<file path="config.mk">
export PLATFORM = sky130hd
export DESIGN_NAME = micro_calc_top
export DESIGN_NICKNAME = d
export VERILOG_FILES = /design/src/design/micro_pkg.sv /design/src/design/alu_181.sv /design/src/design/calc_datapath.sv /design/src/design/control_store.sv /design/src/design/micro_calc_top.sv /design/src/design/microsequencer.sv
export SDC_FILE = /design/constraint.sdc
export NUM_CORES = 1
export LEC_CHECK = 0
export ABC_AREA = 1
export BUFFER_PORTS_ARGS = -buffer_cell sky130_fd_sc_hd__buf_2
export CAP_MARGIN = 10
export CORE_MARGIN = 3
export CORE_UTILIZATION = 27
export DETAILED_ROUTE_END_ITERATION = 10
export GPL_ROUTABILITY_DRIVEN = 1
export GPL_TIMING_DRIVEN = 0
export PLACE_DENSITY = 0.55
export SYNTH_ARGS = -nofsm -noshare
export SYNTH_HDL_FRONTEND = slang
export SYNTH_SLANG_ARGS = --single-unit
</file>
<file path="constraint.sdc">
create_clock -name clk -period 5 [get_ports clk]
set_input_delay 0.5 -clock clk [delete_from_list [all_inputs] [get_ports clk]]
set_output_delay 0.5 -clock clk [all_outputs]
set_load 0.05 [all_outputs]
</file>
<file path="src/design/micro_pkg.sv">
`default_nettype none
// ~~~~~~~~~~~~~~~~~~~~~~~~~~~~~~~~~~~~~~~~~~~~~~~~~~~~~~~~~~~~
// Shared widths, microword field map and encodings for the
// microprogrammed calculator. Imported by every design block.
// ~~~~~~~~~~~~~~~~~~~~~~~~~~~~~~~~~~~~~~~~~~~~~~~~~~~~~~~~~~~~

package micro_pkg;

    localparam int UADDR_W  = 8;            // Control store depth 256
    localparam int UWORD_W  = 24;           // Microword width
    localparam int DATA_W   = 8;            // Datapath width
    localparam int OPCODE_W = 4;

    localparam int AD_NIB_W = 4;            // Branch address nibble
    localparam int BOP_W    = 4;
    localparam int FUNC_W   = 5;            // Mode bit plus 4 select bits
    localparam int DEST_W   = 3;

    // Microword field positions
    localparam int AD_LO_LSB = 0;           // [3:0]
    localparam int AD_HI_LSB = 4;           // [7:4]
    localparam int COUNT_BIT = 8;           // Count enable
    localparam int BOP_LSB   = 9;           // [12:9]
    localparam int A_SRC_BIT = 13;
    localparam int B_SRC_BIT = 14;
    localparam int FUNC_LSB  = 15;          // [19:15]
    localparam int CIN_BIT   = 20;
    localparam int DEST_LSB  = 21;          // [23:21]

    localparam logic SRC_INPUT = 1'b1;      // Operand from input port
    localparam logic SRC_F     = 1'b0;      // Operand from F register

    typedef enum logic [BOP_W-1:0] {
        BOP_GO_BAR     = 4'b0100,           // Branch if go low
        BOP_COUNT      = 4'b0110,
        BOP_NOT_GO_BAR = 4'b1100,           // Branch if go high
        BOP_BRANCH     = 4'b1110,
        BOP_OPCODE     = 4'b1111            // Dispatch on opcode
    } bop_e;

    typedef enum logic [FUNC_W-1:0] {
        FN_ONES      = 5'b11100,
        FN_ZERO      = 5'b10011,
        FN_A_PLUS_B  = 5'b01001,
        FN_A_MINUS_B = 5'b00110,            // Needs cin 1
        FN_AND       = 5'b11011,
        FN_XOR       = 5'b10110
    } alu_func_e;

    typedef enum logic [DEST_W-1:0] {
        DEST_F    = 3'b011,
        DEST_NONE = 3'b111
    } alu_dest_e;

    typedef enum logic [OPCODE_W-1:0] {
        OP_ACCUM = 4'b0001,                 // F plus B
        OP_ADD   = 4'b0011,
        OP_SUB   = 4'b0111,
        OP_AND   = 4'b1011,
        OP_XOR   = 4'b1111
    } opcode_e;

endpackage

`default_nettype wire

</file>
<file path="src/design/alu_181.sv">
`timescale 1ns/1ps
`default_nettype none
// ~~~~~~~~~~~~~~~~~~~~~~~~~~~~~~~~~~~~~~~~~~~~~~~~~~~~~~~~~~~~
// 181-style ALU, active-high data. Mode 1 gives the 16 logic
// functions, mode 0 the 16 arithmetic ones plus carry-in.
// ~~~~~~~~~~~~~~~~~~~~~~~~~~~~~~~~~~~~~~~~~~~~~~~~~~~~~~~~~~~~

module alu_181 (
    input  wire  [micro_pkg::DATA_W-1:0] a,
    input  wire  [micro_pkg::DATA_W-1:0] b,
    input  wire  micro_pkg::alu_func_e   func,   // {M, S3..S0}
    input  wire                          cin,    // Adds one in mode 0
    output logic [micro_pkg::DATA_W-1:0] y
);
    import micro_pkg::*;

    logic              mode;
    logic [3:0]        sel;
    logic [DATA_W-1:0] p_term;
    logic [DATA_W-1:0] g_term;

    assign mode = func[FUNC_W-1];
    assign sel  = func[FUNC_W-2:0];

    // Internal propagate and generate as in the original part
    // S0 and S1 pick B or ~B into P, S2 and S3 pick A~B or AB into G
    assign p_term = a
                  | (b  & {DATA_W{sel[0]}})
                  | (~b & {DATA_W{sel[1]}});
    assign g_term = (a & ~b & {DATA_W{sel[2]}})
                  | (a & b  & {DATA_W{sel[3]}});

    always_comb begin
        if (mode) begin
            y = ~(p_term ^ g_term);                  // Logic, no carry chain
        end else begin
            y = p_term + g_term + DATA_W'(cin);      // Arithmetic, wraps mod 256
        end
    end

    // A few sample rows of the table
    //   1001 mode 0   (A|B) + AB    = A plus B
    //   0110 mode 0   (A|~B) + A~B  = A minus B minus 1
    //   1011 mode 1   AB
    //   0110 mode 1   A xor B
    //   1100 mode 1   all ones
    //   0011 mode 1   all zeros

endmodule

`default_nettype wire

</file>
<file path="src/design/calc_datapath.sv">
`timescale 1ns/1ps
`default_nettype none
// ~~~~~~~~~~~~~~~~~~~~~~~~~~~~~~~~~~~~~~~~~~~~~~~~~~~~~~~~~~~~
// Calculator datapath. Operand muxes, ALU and the F result
// register, steered by the control fields of the microword.
// ~~~~~~~~~~~~~~~~~~~~~~~~~~~~~~~~~~~~~~~~~~~~~~~~~~~~~~~~~~~~

module calc_datapath (
    input  wire                           clk,
    input  wire                           arst_n,
    input  wire  [micro_pkg::UWORD_W-1:0] microword,
    input  wire  [micro_pkg::DATA_W-1:0]  operand_a,
    input  wire  [micro_pkg::DATA_W-1:0]  operand_b,
    output logic [micro_pkg::DATA_W-1:0]  f             // Result register
);
    import micro_pkg::*;

    logic              a_source;
    logic              b_source;
    logic              cin;
    alu_func_e         alu_func;
    alu_dest_e         alu_dest;
    logic [DATA_W-1:0] alu_a;
    logic [DATA_W-1:0] alu_b;
    logic [DATA_W-1:0] alu_y;

    assign a_source = microword[A_SRC_BIT];
    assign b_source = microword[B_SRC_BIT];
    assign cin      = microword[CIN_BIT];
    assign alu_func = alu_func_e'(microword[FUNC_LSB +: FUNC_W]);
    assign alu_dest = alu_dest_e'(microword[DEST_LSB +: DEST_W]);

    assign alu_a = (a_source == SRC_F) ? f : operand_a;   // F feeds ACCUM
    assign alu_b = (b_source == SRC_F) ? f : operand_b;

    alu_181 u_alu_181 (
        .a    (alu_a),
        .b    (alu_b),
        .func (alu_func),
        .cin  (cin),
        .y    (alu_y)
    );

    always_ff @(posedge clk or negedge arst_n) begin
        if (!arst_n) begin
            f <= '0;
        end else if (alu_dest == DEST_F) begin
            f <= alu_y;                                   // Load on F destination
        end
    end

    // Catches bad destination codes from any ROM word
    a_dest_legal: assert property (
        @(posedge clk) disable iff (!arst_n)
        alu_dest inside {DEST_F, DEST_NONE}
    ) else $error("Illegal ALU destination in microword");

endmodule

`default_nettype wire

</file>
<file path="src/design/control_store.sv">
`timescale 1ns/1ps
`default_nettype none
// ~~~~~~~~~~~~~~~~~~~~~~~~~~~~~~~~~~~~~~~~~~~~~~~~~~~~~~~~~~~~
// Microcode ROM. Combinational lookup of the 24-bit microword
// for the current micro-address, zero latency.
// ~~~~~~~~~~~~~~~~~~~~~~~~~~~~~~~~~~~~~~~~~~~~~~~~~~~~~~~~~~~~

module control_store (
    input  wire  [micro_pkg::UADDR_W-1:0] microaddress,  // From sequencer
    output logic [micro_pkg::UWORD_W-1:0] microword      // To sequencer and datapath
);
    import micro_pkg::*;

    // Packs one microword, count enable always set
    function automatic logic [UWORD_W-1:0] uword(
        input alu_dest_e          dest,
        input alu_func_e          func,
        input logic               cin,
        input logic               a_src,
        input logic               b_src,
        input bop_e               bop,
        input logic [UADDR_W-1:0] addr
    );
        logic [UWORD_W-1:0] w;
        w                          = '0;
        w[DEST_LSB +: DEST_W]      = dest;
        w[CIN_BIT]                 = cin;
        w[FUNC_LSB +: FUNC_W]      = func;
        w[B_SRC_BIT]               = b_src;
        w[A_SRC_BIT]               = a_src;
        w[BOP_LSB +: BOP_W]        = bop;
        w[COUNT_BIT]               = 1'b1;
        w[AD_HI_LSB +: AD_NIB_W]   = addr[UADDR_W-1 -: AD_NIB_W];
        w[AD_LO_LSB +: AD_NIB_W]   = addr[AD_NIB_W-1:0];
        return w;
    endfunction

    always_comb begin
        case (microaddress)
            // Reset flash, F to all ones then jump to 0C
            8'h00: microword = uword(DEST_F, FN_ONES, 1'b0,
                                     SRC_INPUT, SRC_INPUT, BOP_BRANCH, 8'h0C);
            8'h0C: microword = uword(DEST_F, FN_ZERO, 1'b0,     // Flash 00
                                     SRC_INPUT, SRC_INPUT, BOP_COUNT, 8'h00);
            8'h0D: microword = uword(DEST_NONE, FN_ONES, 1'b0,  // Idle until go
                                     SRC_INPUT, SRC_INPUT, BOP_GO_BAR, 8'h0D);
            // Low nibble 1 joins the opcode on dispatch
            8'h0E: microword = uword(DEST_NONE, FN_ONES, 1'b0,
                                     SRC_INPUT, SRC_INPUT, BOP_OPCODE, 8'hF1);

            // Operation words, result to F then wait for release
            {OP_ACCUM, 4'h1}: microword = uword(DEST_F, FN_A_PLUS_B, 1'b0,
                                                SRC_F, SRC_INPUT, BOP_BRANCH, 8'h32);
            {OP_ADD, 4'h1}:   microword = uword(DEST_F, FN_A_PLUS_B, 1'b0,
                                                SRC_INPUT, SRC_INPUT, BOP_BRANCH, 8'h32);
            {OP_SUB, 4'h1}:   microword = uword(DEST_F, FN_A_MINUS_B, 1'b1,
                                                SRC_INPUT, SRC_INPUT, BOP_BRANCH, 8'h32);
            {OP_AND, 4'h1}:   microword = uword(DEST_F, FN_AND, 1'b0,
                                                SRC_INPUT, SRC_INPUT, BOP_BRANCH, 8'h32);
            {OP_XOR, 4'h1}:   microword = uword(DEST_F, FN_XOR, 1'b0,
                                                SRC_INPUT, SRC_INPUT, BOP_BRANCH, 8'h32);

            // Unused opcodes clear F
            8'h01, 8'h21, 8'h41, 8'h51, 8'h61, 8'h81,
            8'h91, 8'hA1, 8'hC1, 8'hD1, 8'hE1:
                microword = uword(DEST_F, FN_ZERO, 1'b0,
                                  SRC_INPUT, SRC_INPUT, BOP_BRANCH, 8'h32);

            8'h32: microword = uword(DEST_NONE, FN_ONES, 1'b0,  // Hold while go high
                                     SRC_INPUT, SRC_INPUT, BOP_NOT_GO_BAR, 8'h32);
            8'h33: microword = uword(DEST_NONE, FN_ONES, 1'b0,  // Back to idle
                                     SRC_INPUT, SRC_INPUT, BOP_BRANCH, 8'h0D);

            // Stray address restarts the microcode
            default: microword = uword(DEST_NONE, FN_ONES, 1'b0,
                                       SRC_INPUT, SRC_INPUT, BOP_BRANCH, 8'h00);
        endcase
    end

endmodule

`default_nettype wire

</file>
<file path="src/design/micro_calc_top.sv">
`timescale 1ns/1ps
`default_nettype none
// ~~~~~~~~~~~~~~~~~~~~~~~~~~~~~~~~~~~~~~~~~~~~~~~~~~~~~~~~~~~~
// Top of the microprogrammed 8-bit calculator. Ties sequencer,
// control store and datapath together.
// ~~~~~~~~~~~~~~~~~~~~~~~~~~~~~~~~~~~~~~~~~~~~~~~~~~~~~~~~~~~~

module micro_calc_top (
    input  wire                            clk,
    input  wire                            arst_n,
    input  wire                            go,          // Level, held per operation
    input  wire  [micro_pkg::OPCODE_W-1:0] opcode,
    input  wire  [micro_pkg::DATA_W-1:0]   operand_a,
    input  wire  [micro_pkg::DATA_W-1:0]   operand_b,
    output logic [micro_pkg::DATA_W-1:0]   f            // Valid 3 cycles after go
);
    import micro_pkg::*;

    logic [UADDR_W-1:0] microaddress;
    logic [UWORD_W-1:0] microword;                      // Fans out to both blocks

    microsequencer u_microsequencer (
        .clk          (clk),
        .arst_n       (arst_n),
        .go           (go),
        .opcode       (opcode_e'(opcode)),
        .microword    (microword),
        .microaddress (microaddress)
    );

    control_store u_control_store (
        .microaddress (microaddress),
        .microword    (microword)
    );

    calc_datapath u_calc_datapath (
        .clk       (clk),
        .arst_n    (arst_n),
        .microword (microword),
        .operand_a (operand_a),
        .operand_b (operand_b),
        .f         (f)
    );

endmodule

`default_nettype wire

</file>
<file path="src/design/microsequencer.sv">
`timescale 1ns/1ps
`default_nettype none
// ~~~~~~~~~~~~~~~~~~~~~~~~~~~~~~~~~~~~~~~~~~~~~~~~~~~~~~~~~~~~
// Micro-program counter and next-address logic. Decodes the
// branch op of the current microword, one step per clock.
// ~~~~~~~~~~~~~~~~~~~~~~~~~~~~~~~~~~~~~~~~~~~~~~~~~~~~~~~~~~~~

module microsequencer (
    input  wire                           clk,
    input  wire                           arst_n,
    input  wire                           go,            // Start level
    input  wire  micro_pkg::opcode_e      opcode,        // Dispatch nibble
    input  wire  [micro_pkg::UWORD_W-1:0] microword,
    output logic [micro_pkg::UADDR_W-1:0] microaddress   // Micro-PC
);
    import micro_pkg::*;

    bop_e               bop;
    logic               count_en;
    logic [UADDR_W-1:0] branch_addr;
    logic [UADDR_W-1:0] seq_addr;                         // Count or hold
    logic [UADDR_W-1:0] next_addr;

    assign bop         = bop_e'(microword[BOP_LSB +: BOP_W]);
    assign count_en    = microword[COUNT_BIT];
    assign branch_addr = {microword[AD_HI_LSB +: AD_NIB_W],
                          microword[AD_LO_LSB +: AD_NIB_W]};

    assign seq_addr = count_en ? microaddress + 1'b1 : microaddress;

    always_comb begin
        case (bop)
            BOP_BRANCH:     next_addr = branch_addr;
            BOP_OPCODE:     next_addr = {opcode, branch_addr[AD_NIB_W-1:0]};
            BOP_GO_BAR:     next_addr = go ? seq_addr : branch_addr;  // Loop on low
            BOP_NOT_GO_BAR: next_addr = go ? branch_addr : seq_addr;  // Loop on high
            BOP_COUNT:      next_addr = seq_addr;
            default:        next_addr = seq_addr;                     // Undefined op counts
        endcase
    end

    always_ff @(posedge clk or negedge arst_n) begin
        if (!arst_n) begin
            microaddress <= '0;                           // Start of microcode
        end else begin
            microaddress <= next_addr;
        end
    end

    // Dispatch words in the ROM must carry low nibble 1
    a_dispatch_nibble: assert property (
        @(posedge clk) disable iff (!arst_n)
        bop == BOP_OPCODE |=> microaddress[AD_NIB_W-1:0] == 4'h1
    ) else $error("Opcode dispatch landed off an x1 entry point");

    a_reset_start: assert property (
        @(posedge clk) $rose(arst_n) |-> microaddress == '0
    ) else $error("Micro-PC not at 00 after reset");

endmodule

`default_nettype wire

</file>
==> reports/metrics.csv <==
metric;value;unit
diodes;0;
leakage;1.23;nW
vdd_drop_max;197;µV
cp.arrival;3.66;ns
setup_viol;0;
rsz0062_at_grt;false;
worst_slew_pin_slew;0.464;ns
die_y;93.6;µm
slowest_stage;fa_1;
startpoint_type;register;
synth_area;0.00207;mm²
hpwlAfterDp;4.38;mm
grt_pass1_wl;9.15;mm
worst-path-max-fanout;10;
synth_area_leaders;dfrtp_1 19%, nand2_1 13%, nand3_1 7.7%, inv_1 7.1%, ha_1 6.6%;
clk_latency;0.26;ns
layout.nets;386;
drive_above_1_share;24.1;%
multi_input_area;0.00149;mm²
firstDrtPassIters;4;
grt_util_met3;1.21;%
ys_seq_elements;16;
synth.distinct_cells;32;
powerDensity;594;mW/mm²
crit_path_end_kind;register;
syn2layout_area_growth;15.2;%
drc_errors;0;
drt-wirelength-per-cell;12.4;µm
drtAntennaViolNets;0;
drv_slew;0;
grt.met2_usage;20.0;%
crit_required;5.18;ns
grt_pass1_vias;1965;
n_fill_cell;801;
routed_wl;5.56;mm
yosys-top-cells-count;74 x nand2_1, 39 x inv_1, 32 x nand3_1, 25 x nor2_1, 16 x dfrtp_1;
cts_resized;0;
place_congestion;0.889;
start_util;28.2;%
syn_nets;351;
cts_tree;yes;
placed_cells;444;
synth_edf_count;0;
fin_worst_skew;0.00134;ns
vias;2117;
worstSetupStartpoint;u_microsequencer.microaddress[1];
grt_util_all_layers;12.9;%
design_area;0.00239;mm²
numClockSinks;16;
worstReg2RegStart;u_microsequencer.microaddress[1];
crit_path_frequent_cell;inv_1;
chipWidth;93.6;µm
synth_area_per_cell;6.57;µm²
yosysMostFrequentCell;nand2_1;
grt_use_met1;18.8;%
drv_cap;0;
synth_top_area_share;19.3;%
post_cts_buffers;0;
clk_path_buf_depth;2;
yosysTopAreaCell;dfrtp_1;
register_area;400;µm²
crit_type;register to register;
crit_chain;inv_1 -> ha_1 -> inv_1 -> nor2_4 -> nand4_1 -> buf_2 -> o21a_1 -> a21oi_1 -> o21ai_0 -> fa_1 -> inv_1 -> fa_1 -> inv_1 -> nand4_1 -> nand3_1 -> xor2_1 -> nand3_1 -> a31oi_1;
numPortBuffers;30;
synth_cells;315;
grt_busiest_layer;met2;
crit_family;adder cells;
fmax;287;MHz
viasPerCell;4.74;
yosysSeqAreaShare;19.3;%
grt_start_max_net_pins;17;
yosysWarnings;0;
fin_setup_tns;0;ns
slew_headroom;68.9;%
period_share;69.7;%
hold_class;primary input to asynchronous set/reset pin;
overflow;0;
htree_levels;1;
critPathMaxStageDelay;0.47;ns
finalHoldViolCount;0;
synth_ff_type;dfrtp_1;
io_pins;31;
antenna_found_initial;0;
numCtsBuffers;3;
core;0.00733;mm²
synthArstFlopShare;100;%
critPathBufInv;5;
timing.hold.ws;0.158;ns
hold_buffers;0;
postPlaceCellArea;0.00234;mm²
period_needed;3.48;ns
outcome;finished clean;
drtIter0Drc;104;
clk_pin_slew;0.07;ns
final_cell_count_no_fill;447;
root_buffer;clkbuf_8;
fp-row-count;31;
dieArea;0.00876;mm²
[power by group]
group	internal, mW	switching [mW]
clock	0.0537	0.0521
combinational	0.339	0.740
sequential	0.183	0.0492
[cell type report]
| class | instances | area share, % |
|---|---|---|
| Inverter | 45 | 7.29 |
| Clock buffer | 3 | 1.73 |
| Timing Repair Buffer | 30 | 6.29 |
| Sequential cell | 16 | 16.8 |
| Tap cell | 99 | 5.19 |
| Buffer | 1 | 0.210 |
| Multi-Input combinational cell | 253 | 62.5 |
[flip-flops by register name, summed over array words and instances, names as in the netlist]
| register | count |
|---|---|
| u_calc_datapath.f | 8 |
| u_microsequencer.microaddress | 8 |
[through the flow]
stage          utilization, %  power (mW)  setup WS, ns
6_report                 32.5        1.42          1.52
5_1_grt                  32.5        1.55          1.13
4_1_cts                  32.5        1.42          1.44
3_5_place_dp             32.0        1.31          1.46
3_3_place_gp             32.0        1.30          1.53
2_1_floorplan               -        1.06          1.94
[kinds of logic after synthesis]
kind of cell,count (synthesis),share of synthesized area [%]
simple gates,188,46.6
fa+ha+maj,13,8.58
xor+xnor,7,2.96
buf+inv,46,8.64
mux,4,2.18
flops,16,19.3
compound gates,41,11.7
[worst paths after layout]
kind	to	slack, ns	depth (start not counted)
hold / removal	u_microsequencer.microaddress[1]	0.16	1
min in group clk	u_microsequencer.microaddress[6]	0.44	3
setup / recovery	u_calc_datapath.f[6]	1.52	18
setup reg to reg	u_calc_datapath.f[6]	1.52	18
hold reg to reg	u_calc_datapath.f[7]	0.50	2
max in group asynchronous	u_calc_datapath.f[6]	4.56	1
[cells in the final DEF, fill, tap and decap left out, types with 2 or more instances in the layout]
master,Yosys,final
inv_2,5,5
xor2_1,3,3
a31oi_1,2,2
mux2_2,4,4
inv_1,39,39
nor2_4,6,6
o211ai_1,3,3
nor2_2,10,10
o21bai_1,2,2
nand2_1,74,74
o31ai_1,3,3
nor2_1,25,25
nand3b_1,8,8
o21ai_0,15,15
nand3_2,5,5
ha_1,11,11
buf_2,1,31
nand3_1,32,32
fa_1,2,2
clkbuf_8,0,3
dfrtp_1,16,16
nand2_2,13,13
xnor2_1,4,4
nand4_1,11,11
a21oi_2,2,2
a21oi_1,12,12
[worst reg2reg max path, cell delays in order, from the launching register on]
cell,delay (ns)
dfrtp_1,0.42
inv_1,0.11
ha_1,0.26
inv_1,0.10
nor2_4,0.19
nand4_1,0.16
buf_2,0.25
o21a_1,0.22
a21oi_1,0.10
o21ai_0,0.17
fa_1,0.47
inv_1,0.10
fa_1,0.20
inv_1,0.06
nand4_1,0.09
nand3_1,0.09
xor2_1,0.14
nand3_1,0.10
a31oi_1,0.17
[per-layer routing]
metal / routed length [µm] / part of all wire, %
met2: 2530 / 45
met3: 173 / 3.1
met5: 0 / 0
met4: 71 / 1.3
met1: 2790 / 50
Note: power is estimated with default switching activity, not from simulation.
